File: config.mk
export PLATFORM = sky130hd
export DESIGN_NAME = rv_core
export DESIGN_NICKNAME = d
export VERILOG_FILES = /design/src/rv_pkg.sv /design/src/rv_decoder.sv /design/src/rv_regfile.sv /design/src/rv_alu.sv /design/src/rv_pc_unit.sv /design/src/rv_core.sv
export SDC_FILE = /design/constraint.sdc
export NUM_CORES = 2
export LEC_CHECK = 0
export ABC_AREA = 0
export BUFFER_PORTS_ARGS = -buffer_cell sky130_fd_sc_hd__buf_2
export CORE_MARGIN = 2
export CORE_UTILIZATION = 42
export CTS_CLUSTER_SIZE = 25
export DETAILED_ROUTE_END_ITERATION = 10
export PLACE_DENSITY = 0.63
export SETUP_SLACK_MARGIN = 0.5
export SYNTH_ARGS = -nofsm -noshare
export SYNTH_HDL_FRONTEND = slang
export SYNTH_SLANG_ARGS = --single-unit
File: constraint.sdc
create_clock -name clk -period 7.78 [get_ports clk]
set_input_delay 0.778 -clock clk [delete_from_list [all_inputs] [get_ports clk]]
set_output_delay 0.778 -clock clk [all_outputs]
set_load 0.01 [all_outputs]
File: src/rv_pkg.sv
package rv_pkg;

  // Datapath widths
  localparam int xlen       = 32;
  localparam int reg_addr_w = 5;
  localparam int num_regs   = 32;

  // The one SYSTEM encoding the core accepts
  localparam logic [xlen-1:0] ecall_insn = 32'h0000_0073;

  typedef logic [xlen-1:0]       word_t;
  typedef logic [reg_addr_w-1:0] reg_addr_t;

  // Major opcodes, bits 6:0 of the instruction
  typedef enum logic [6:0] {
    op_lui      = 7'b0110111,
    op_auipc    = 7'b0010111,
    op_jal      = 7'b1101111,
    op_jalr     = 7'b1100111,
    op_branch   = 7'b1100011,
    op_load     = 7'b0000011,  // No data memory, decoded as illegal
    op_store    = 7'b0100011,  // Same
    op_imm      = 7'b0010011,
    op_reg      = 7'b0110011,
    op_misc_mem = 7'b0001111,  // FENCE
    op_system   = 7'b1110011
  } opcode_e;

  // Encoded as {funct7[5], funct3} so the decoder can map fields straight across
  typedef enum logic [3:0] {
    alu_add  = 4'b0000,
    alu_sub  = 4'b1000,
    alu_sll  = 4'b0001,
    alu_slt  = 4'b0010,
    alu_sltu = 4'b0011,
    alu_xor  = 4'b0100,
    alu_srl  = 4'b0101,
    alu_sra  = 4'b1101,
    alu_or   = 4'b0110,
    alu_and  = 4'b0111
  } alu_op_e;

  // Branch conditions, values equal to funct3
  typedef enum logic [2:0] {
    br_eq  = 3'b000,
    br_ne  = 3'b001,
    br_lt  = 3'b100,
    br_ge  = 3'b101,
    br_ltu = 3'b110,
    br_geu = 3'b111
  } branch_e;

  // Register write-back source
  typedef enum logic [1:0] {
    wb_alu,
    wb_imm_u,
    wb_pc_imm_u,
    wb_pc_plus4
  } wb_sel_e;

  // Next-PC rule
  typedef enum logic [2:0] {
    pc_seq,
    pc_branch,
    pc_jal,
    pc_jalr,
    pc_hold  // ECALL parks the core here
  } pc_sel_e;

  // What the ALU needs to know about one instruction
  typedef struct packed {
    alu_op_e alu_op;
    logic    use_imm;  // Second operand is dec.imm instead of rs2
    wb_sel_e wb_sel;
  } alu_ctrl_t;

  // One fully decoded instruction
  typedef struct packed {
    reg_addr_t rs1;
    reg_addr_t rs2;
    reg_addr_t rd;
    logic      reg_we;  // Already low for rd == x0
    alu_ctrl_t alu;
    pc_sel_e   pc_sel;
    branch_e   branch;
    word_t     imm;     // Sign-extended, format picked by opcode
    logic      ecall;
  } decoded_t;

endpackage

File: src/rv_decoder.sv
module rv_decoder (
  input  rv_pkg::word_t    insn,
  output rv_pkg::decoded_t dec
);

  rv_pkg::opcode_e opcode;
  logic [2:0]      funct3;
  logic [6:0]      funct7;
  rv_pkg::word_t   imm_i;
  rv_pkg::word_t   imm_b;
  rv_pkg::word_t   imm_j;
  rv_pkg::word_t   imm_u;
  logic            writes_rd;  // Legal instruction of a writing class

  assign opcode = rv_pkg::opcode_e'(insn[6:0]);
  assign funct3 = insn[14:12];
  assign funct7 = insn[31:25];

  // Immediate formats, all sign-extended from bit 31
  assign imm_i = {{20{insn[31]}}, insn[31:20]};
  assign imm_b = {{20{insn[31]}}, insn[7], insn[30:25], insn[11:8], 1'b0};
  assign imm_j = {{12{insn[31]}}, insn[19:12], insn[20], insn[30:21], 1'b0};
  assign imm_u = {insn[31:12], 12'b0};

  always_comb begin
    writes_rd = 1'b0;

    dec             = '0;
    dec.rs1         = insn[19:15];
    dec.rs2         = insn[24:20];
    dec.rd          = insn[11:7];
    dec.alu.alu_op  = rv_pkg::alu_add;
    dec.alu.use_imm = 1'b0;
    dec.alu.wb_sel  = rv_pkg::wb_alu;
    dec.pc_sel      = rv_pkg::pc_seq;
    dec.branch      = rv_pkg::br_eq;
    dec.imm         = imm_i;
    dec.ecall       = 1'b0;

    case (opcode)
      rv_pkg::op_lui: begin
        writes_rd      = 1'b1;
        dec.imm        = imm_u;
        dec.alu.wb_sel = rv_pkg::wb_imm_u;
      end
      rv_pkg::op_auipc: begin
        writes_rd      = 1'b1;
        dec.imm        = imm_u;
        dec.alu.wb_sel = rv_pkg::wb_pc_imm_u;
      end
      rv_pkg::op_jal: begin
        writes_rd      = 1'b1;
        dec.imm        = imm_j;
        dec.alu.wb_sel = rv_pkg::wb_pc_plus4;
        dec.pc_sel     = rv_pkg::pc_jal;
      end
      rv_pkg::op_jalr: begin
        if (funct3 == 3'b000) begin  // Target sum comes from the ALU
          writes_rd      = 1'b1;
          dec.alu.wb_sel = rv_pkg::wb_pc_plus4;
          dec.pc_sel     = rv_pkg::pc_jalr;
        end
      end
      rv_pkg::op_branch: begin
        // funct3 010 and 011 are unassigned
        if (funct3[2:1] != 2'b01) begin
          dec.imm    = imm_b;
          dec.pc_sel = rv_pkg::pc_branch;
          dec.branch = rv_pkg::branch_e'(funct3);
        end
      end
      rv_pkg::op_imm: begin
        dec.alu.use_imm = 1'b1;
        // Shift immediates carry funct7 in the upper immediate bits
        if (funct3 == 3'b001) begin
          writes_rd = (funct7 == 7'b0000000);
        end else if (funct3 == 3'b101) begin
          writes_rd = (funct7 == 7'b0000000) || (funct7 == 7'b0100000);
        end else begin
          writes_rd = 1'b1;
        end
        dec.alu.alu_op = rv_pkg::alu_op_e'({(funct3 == 3'b101) && funct7[5], funct3});
      end
      rv_pkg::op_reg: begin
        writes_rd = (funct7 == 7'b0000000) ||
                    ((funct7 == 7'b0100000) && ((funct3 == 3'b000) || (funct3 == 3'b101)));
        dec.alu.alu_op = rv_pkg::alu_op_e'({funct7[5], funct3});
      end
      rv_pkg::op_misc_mem: begin
        // FENCE has nothing to order here
      end
      rv_pkg::op_system: begin
        if (insn == rv_pkg::ecall_insn) begin
          dec.ecall  = 1'b1;
          dec.pc_sel = rv_pkg::pc_hold;
        end
      end
      rv_pkg::op_load, rv_pkg::op_store: begin
        // No data memory, treated like any unknown encoding
      end
      default: begin
      end
    endcase

    dec.reg_we = writes_rd && (dec.rd != '0);  // x0 is never written
  end

endmodule

File: src/rv_regfile.sv
module rv_regfile (
  input  logic              clk,
  input  logic              rst,
  input  rv_pkg::reg_addr_t rs1,
  input  rv_pkg::reg_addr_t rs2,
  output rv_pkg::word_t     rs1_data,
  output rv_pkg::word_t     rs2_data,
  input  rv_pkg::reg_addr_t rd,
  input  rv_pkg::word_t     rd_data,
  input  logic              we
);

  // x0 has no storage
  rv_pkg::word_t regs [1:rv_pkg::num_regs-1];

  always_ff @(posedge clk) begin
    if (rst) begin
      for (int i = 1; i < rv_pkg::num_regs; i++) begin
        regs[i] <= '0;
      end
    end else if (we && (rd != '0)) begin
      regs[rd] <= rd_data;
    end
  end

  // Combinational reads, new value visible only after the edge
  assign rs1_data = (rs1 == '0) ? '0 : regs[rs1];
  assign rs2_data = (rs2 == '0) ? '0 : regs[rs2];

  // The decoder must already drop writes aimed at x0
  a_no_x0_write: assert property (
    @(posedge clk) disable iff (rst)
    we |-> (rd != '0)
  ) else $error("register write to x0 reached the register file");

endmodule

File: src/rv_alu.sv
module rv_alu (
  input  rv_pkg::decoded_t dec,
  input  rv_pkg::word_t    pc,
  input  rv_pkg::word_t    rs1_data,
  input  rv_pkg::word_t    rs2_data,
  output rv_pkg::word_t    rd_data,
  output rv_pkg::word_t    sum
);

  rv_pkg::word_t op_b;
  rv_pkg::word_t result;
  logic [4:0]    shamt;

  assign op_b  = dec.alu.use_imm ? dec.imm : rs2_data;
  assign shamt = op_b[4:0];  // Upper bits ignored, also for SRAI

  // JALR target before bit 0 is cleared
  assign sum = rs1_data + dec.imm;

  always_comb begin
    case (dec.alu.alu_op)
      rv_pkg::alu_add: begin
        result = rs1_data + op_b;
      end
      rv_pkg::alu_sub: begin
        result = rs1_data - op_b;
      end
      rv_pkg::alu_sll: begin
        result = rs1_data << shamt;
      end
      rv_pkg::alu_slt: begin
        result = {{(rv_pkg::xlen-1){1'b0}}, $signed(rs1_data) < $signed(op_b)};
      end
      rv_pkg::alu_sltu: begin
        result = {{(rv_pkg::xlen-1){1'b0}}, rs1_data < op_b};
      end
      rv_pkg::alu_xor: begin
        result = rs1_data ^ op_b;
      end
      rv_pkg::alu_srl: begin
        result = rs1_data >> shamt;
      end
      rv_pkg::alu_sra: begin
        result = $unsigned($signed(rs1_data) >>> shamt);  // Sign bit fills from the left
      end
      rv_pkg::alu_or: begin
        result = rs1_data | op_b;
      end
      rv_pkg::alu_and: begin
        result = rs1_data & op_b;
      end
      default: begin
        result = rs1_data + op_b;
      end
    endcase
  end

  // Write-back mux
  always_comb begin
    case (dec.alu.wb_sel)
      rv_pkg::wb_alu:      rd_data = result;
      rv_pkg::wb_imm_u:    rd_data = dec.imm;       // LUI
      rv_pkg::wb_pc_imm_u: rd_data = pc + dec.imm;  // AUIPC
      rv_pkg::wb_pc_plus4: rd_data = pc + 32'd4;    // Link value of JAL and JALR
      default:             rd_data = result;
    endcase
  end

endmodule

File: src/rv_pc_unit.sv
module rv_pc_unit (
  input  logic             clk,
  input  logic             rst,
  input  rv_pkg::decoded_t dec,
  input  rv_pkg::word_t    rs1_data,
  input  rv_pkg::word_t    rs2_data,
  input  rv_pkg::word_t    jalr_target,
  output rv_pkg::word_t    pc
);

  rv_pkg::word_t pc_plus4;
  rv_pkg::word_t pc_next;
  logic          taken;

  assign pc_plus4 = pc + 32'd4;

  // Branch condition on the register operands
  always_comb begin
    case (dec.branch)
      rv_pkg::br_eq:  taken = (rs1_data == rs2_data);
      rv_pkg::br_ne:  taken = (rs1_data != rs2_data);
      rv_pkg::br_lt:  taken = ($signed(rs1_data) < $signed(rs2_data));
      rv_pkg::br_ge:  taken = ($signed(rs1_data) >= $signed(rs2_data));
      rv_pkg::br_ltu: taken = (rs1_data < rs2_data);
      rv_pkg::br_geu: taken = (rs1_data >= rs2_data);
      default:        taken = 1'b0;
    endcase
  end

  always_comb begin
    case (dec.pc_sel)
      rv_pkg::pc_seq: begin
        pc_next = pc_plus4;
      end
      rv_pkg::pc_branch: begin
        pc_next = taken ? (pc + dec.imm) : pc_plus4;
      end
      rv_pkg::pc_jal: begin
        pc_next = pc + dec.imm;
      end
      rv_pkg::pc_jalr: begin
        pc_next = {jalr_target[rv_pkg::xlen-1:1], 1'b0};
      end
      rv_pkg::pc_hold: begin
        pc_next = pc;  // Stays on ECALL until reset
      end
      default: begin
        pc_next = pc_plus4;
      end
    endcase
  end

  always_ff @(posedge clk) begin
    if (rst) begin
      pc <= '0;
    end else begin
      pc <= pc_next;
    end
  end

  // Holds only while programs keep their branch, jump and JALR targets word aligned
  a_pc_aligned: assert property (
    @(posedge clk) disable iff (rst)
    pc[1:0] == 2'b00
  ) else $error("pc left word alignment");

endmodule

File: src/rv_core.sv
module rv_core (
  input  logic          clk,
  input  logic          rst,
  input  rv_pkg::word_t insn,  // Word at pc, same cycle
  output rv_pkg::word_t pc,
  output logic          halt
);

  rv_pkg::decoded_t dec;
  rv_pkg::word_t    rs1_data;
  rv_pkg::word_t    rs2_data;
  rv_pkg::word_t    rd_data;
  rv_pkg::word_t    jalr_sum;

  rv_decoder decoder0 (
    .insn (insn),
    .dec  (dec)
  );

  rv_regfile regfile0 (
    .clk      (clk),
    .rst      (rst),
    .rs1      (dec.rs1),
    .rs2      (dec.rs2),
    .rs1_data (rs1_data),
    .rs2_data (rs2_data),
    .rd       (dec.rd),
    .rd_data  (rd_data),
    .we       (dec.reg_we)
  );

  rv_alu alu0 (
    .dec      (dec),
    .pc       (pc),
    .rs1_data (rs1_data),
    .rs2_data (rs2_data),
    .rd_data  (rd_data),
    .sum      (jalr_sum)
  );

  rv_pc_unit pc_unit0 (
    .clk         (clk),
    .rst         (rst),
    .dec         (dec),
    .rs1_data    (rs1_data),
    .rs2_data    (rs2_data),
    .jalr_target (jalr_sum),
    .pc          (pc)
  );

  // High for as long as ECALL sits at pc
  assign halt = dec.ecall;

endmodule

==> metrics <==
Post-Syn Instances=6,092; worst hold path type=flop to flop; crit path launch type=input port; vias after detailed routing=57,500; first-pass GRT wire length=about 410,000 um; synthesized area per cell=11.4 sq um; number of max-cap violations=0; fraction of layout cells with a size suffix above 1=21.0%; Async SR Flop Fraction=0%; CTS Root Buffer Type=clkbuf_16; TritonCTS Buffers=112; maximum vdd drop=between 0.2 and 0.25 mV; Crit Path Category=input port to flop; Die Span X=410 um; top_reg_cell synth=edfxtp_1; HPWL after detailed placement=205,000 um; Worst-Margin Slew=1.29 ns; Final TNS setup=0 ns; fill cell count=14,600; Max Fanout on Critical Path=49; top-area cell type share of the netlist area=around 44%; TritonRoute pass-1 iters=7; port bufs=66; DP Area=73,400 sq um; clock sinks=1,056; top-count cell post-synth=nor2_1; post-layout min period=6.98 ns; Seq/Total Area, Yosys=45.4%; routability congestion estimate=1.01; Setup Skew=~0.094 ns; largest net degree at the start of global routing=68; vias in the first global route=about 55,000; die span in y=410 um; Netlist cell types=111; Pleak=29.7 nW; routed vias/inst=6.81; area grow syn2layout=11.7%; CP Launch Point=insn[15]; Fmax=143 MHz; Core ar.=163,000 sq um; synthesis-stage register bit count=1,056; clock transition at the registers of the reported paths=0.07 ns; remaining antenna violation count after routing=0; clock tree buffer depth=3; cell area after synthesis=69,200 sq um; clk_lat worst skew=0.79 ns; CTS resizes=0; # setup viols final=0; WHS Path Cells=2; DR DRC count=0; CTS tree=built; antenna violations before repair=12; Rel. slew slack=13.6%; H-tree levels=3; Tcrit/Tclk final=89.7%; status=completed; worst hold slack=approximately 0.57 ns; die area=168,000 sq um; main area contributors after synthesis=edfxtp_1 44%, mux4_2 15%, nor2_1 6.6%, mux2i_1 4.3%, ha_1 3.5%; Cell Rows=between 100 and 150; initial DRC count=about 9,000; unrepaired setup endpoints after global routing=false; grt ovf=0; Layout Nets=6,385; RR Startpoint=regfile0.regs[23][3]; Final Cell Area=77,300 sq um; Post-synth EDFFs=1,024; synth cell count leaders=1,225 x nor2_1, 1,024 x edfxtp_1, 465 x mux4_2; GRT Util Overall=around 34%; area leader, netlist=edfxtp_1; WP data arrival=7.42 ns; Hold Vio Cnt, Final=0; CP endpoint kind=flop; worst endpoint required time=8.22 ns; Synth Warn #=0; Power per Cell Area=231 nW/um^2; HP Start=pc_unit0.pc[8]; Reg2Reg Depth=22; setup bufs post-CTS=0; final WL=296,000 um; Ports=between 60 and 70; Initial Util=42.4%; wire length per cell=35.1 um; Slew Limit Fails=0; hold_buf cts=0; Util after Layout=between 40% and 50%
registers in the layout, indices dropped and copies added (netlist names):
| signal | count |
|---|---|
| regfile0.regs | 1024 |
| pc_unit0.pc | 32 |
cells in the final DEF (no fill, tap or decap), drive strengths merged, types with 34 or more instances in the layout:
cell type,n
a22oi,133
nand2,346
and2,34
nand3,122
nor2,1237
clkinv,58
ha,191
buf,454
o21ai,183
xnor2,73
o211ai,38
xor2,37
a221oi,43
nor2b,45
o22ai,70
nor3,64
o221ai,38
mux4,473
clkbuf,126
a21oi,253
a211oi,42
a31oi,39
nand4,37
mux2i,298
edfxtp,1024
a21o,85
inv,182
layer usage:
layer,wire length (um),part of all wire (%),track usage (%)
met5,52,0.018,0
met1,105000,35,44.0
met3,40700,14,10.6
met2,129000,44,51.5
met4,21400,7.2,20.6
critical path, stage by stage:
cell      delay, ns
buf_8          0.42
buf_4          0.45
or3_1          0.63
o22ai_1        0.22
nor3_1         0.26
o221ai_2       0.29
nor2_1         0.51
ha_1           0.35
buf_4          0.16
nor2b_1        0.15
o21bai_1       0.10
a21oi_1        0.37
o211a_1        0.21
or2_2          0.20
a22oi_1        0.13
a211oi_1       0.50
nor2_1         0.13
xnor2_1        0.17
a21oi_1        0.13
o21ai_4        0.99
nor2_1         0.11
power by group:
part	total (mW)	leakage [nW]	internal [mW]	switching [mW]
registers	6.60	10.8	6.48	0.125
logic	5.62	17.0	1.78	3.84
clock network	5.64	1.85	3.19	2.44
total	17.9	29.7	11.5	6.41
path summary, 6_finish.rpt:
check | endpoint | slack (ns)
max reg2reg | regfile0.regs[24][31] | 1.47
max | regfile0.regs[21][26] | 0.80
min | pc_unit0.pc[8] | 0.57
min reg2reg | pc_unit0.pc[8] | 0.57
stage by stage:
stage	setup WS, ns	power (mW)	cells
after floorplan	0.503	9.93	6123
after global placement	0.138	12.1	8217
after detailed placement	0.211	12.1	8217
after CTS	0.939	17.7	8430
after global routing	0.568	18.3	8430
final	0.802	17.9	8434
area by class of cell:
| type | count | area (sq um) | area share, % |
|---|---|---|---|
| timing repair buffer | 454 | 3820 | 4.94 |
| clock inverter | 87 | 986 | 1.28 |
| clock buffer | 126 | 2860 | 3.70 |
| multi-input combinational | 4355 | 34800 | 45.1 |
| inverter | 177 | 669 | 0.866 |
| sequential | 1056 | 31400 | 40.6 |
| antenna | 4 | 10.0 | 0.0130 |
| tap | 2175 | 2720 | 3.52 |
cell families after synthesis:
logic type      share of synthesized area, %
mux                                     20.3
simple gates                            13.0
compound gates                          11.4
fa+ha+maj                               3.57
other cells                          0.00542
buf+inv                                 5.03
xor+xnor                                1.39
flops                                   45.4
No activity file was read; power rests on OpenSTA's default activity.
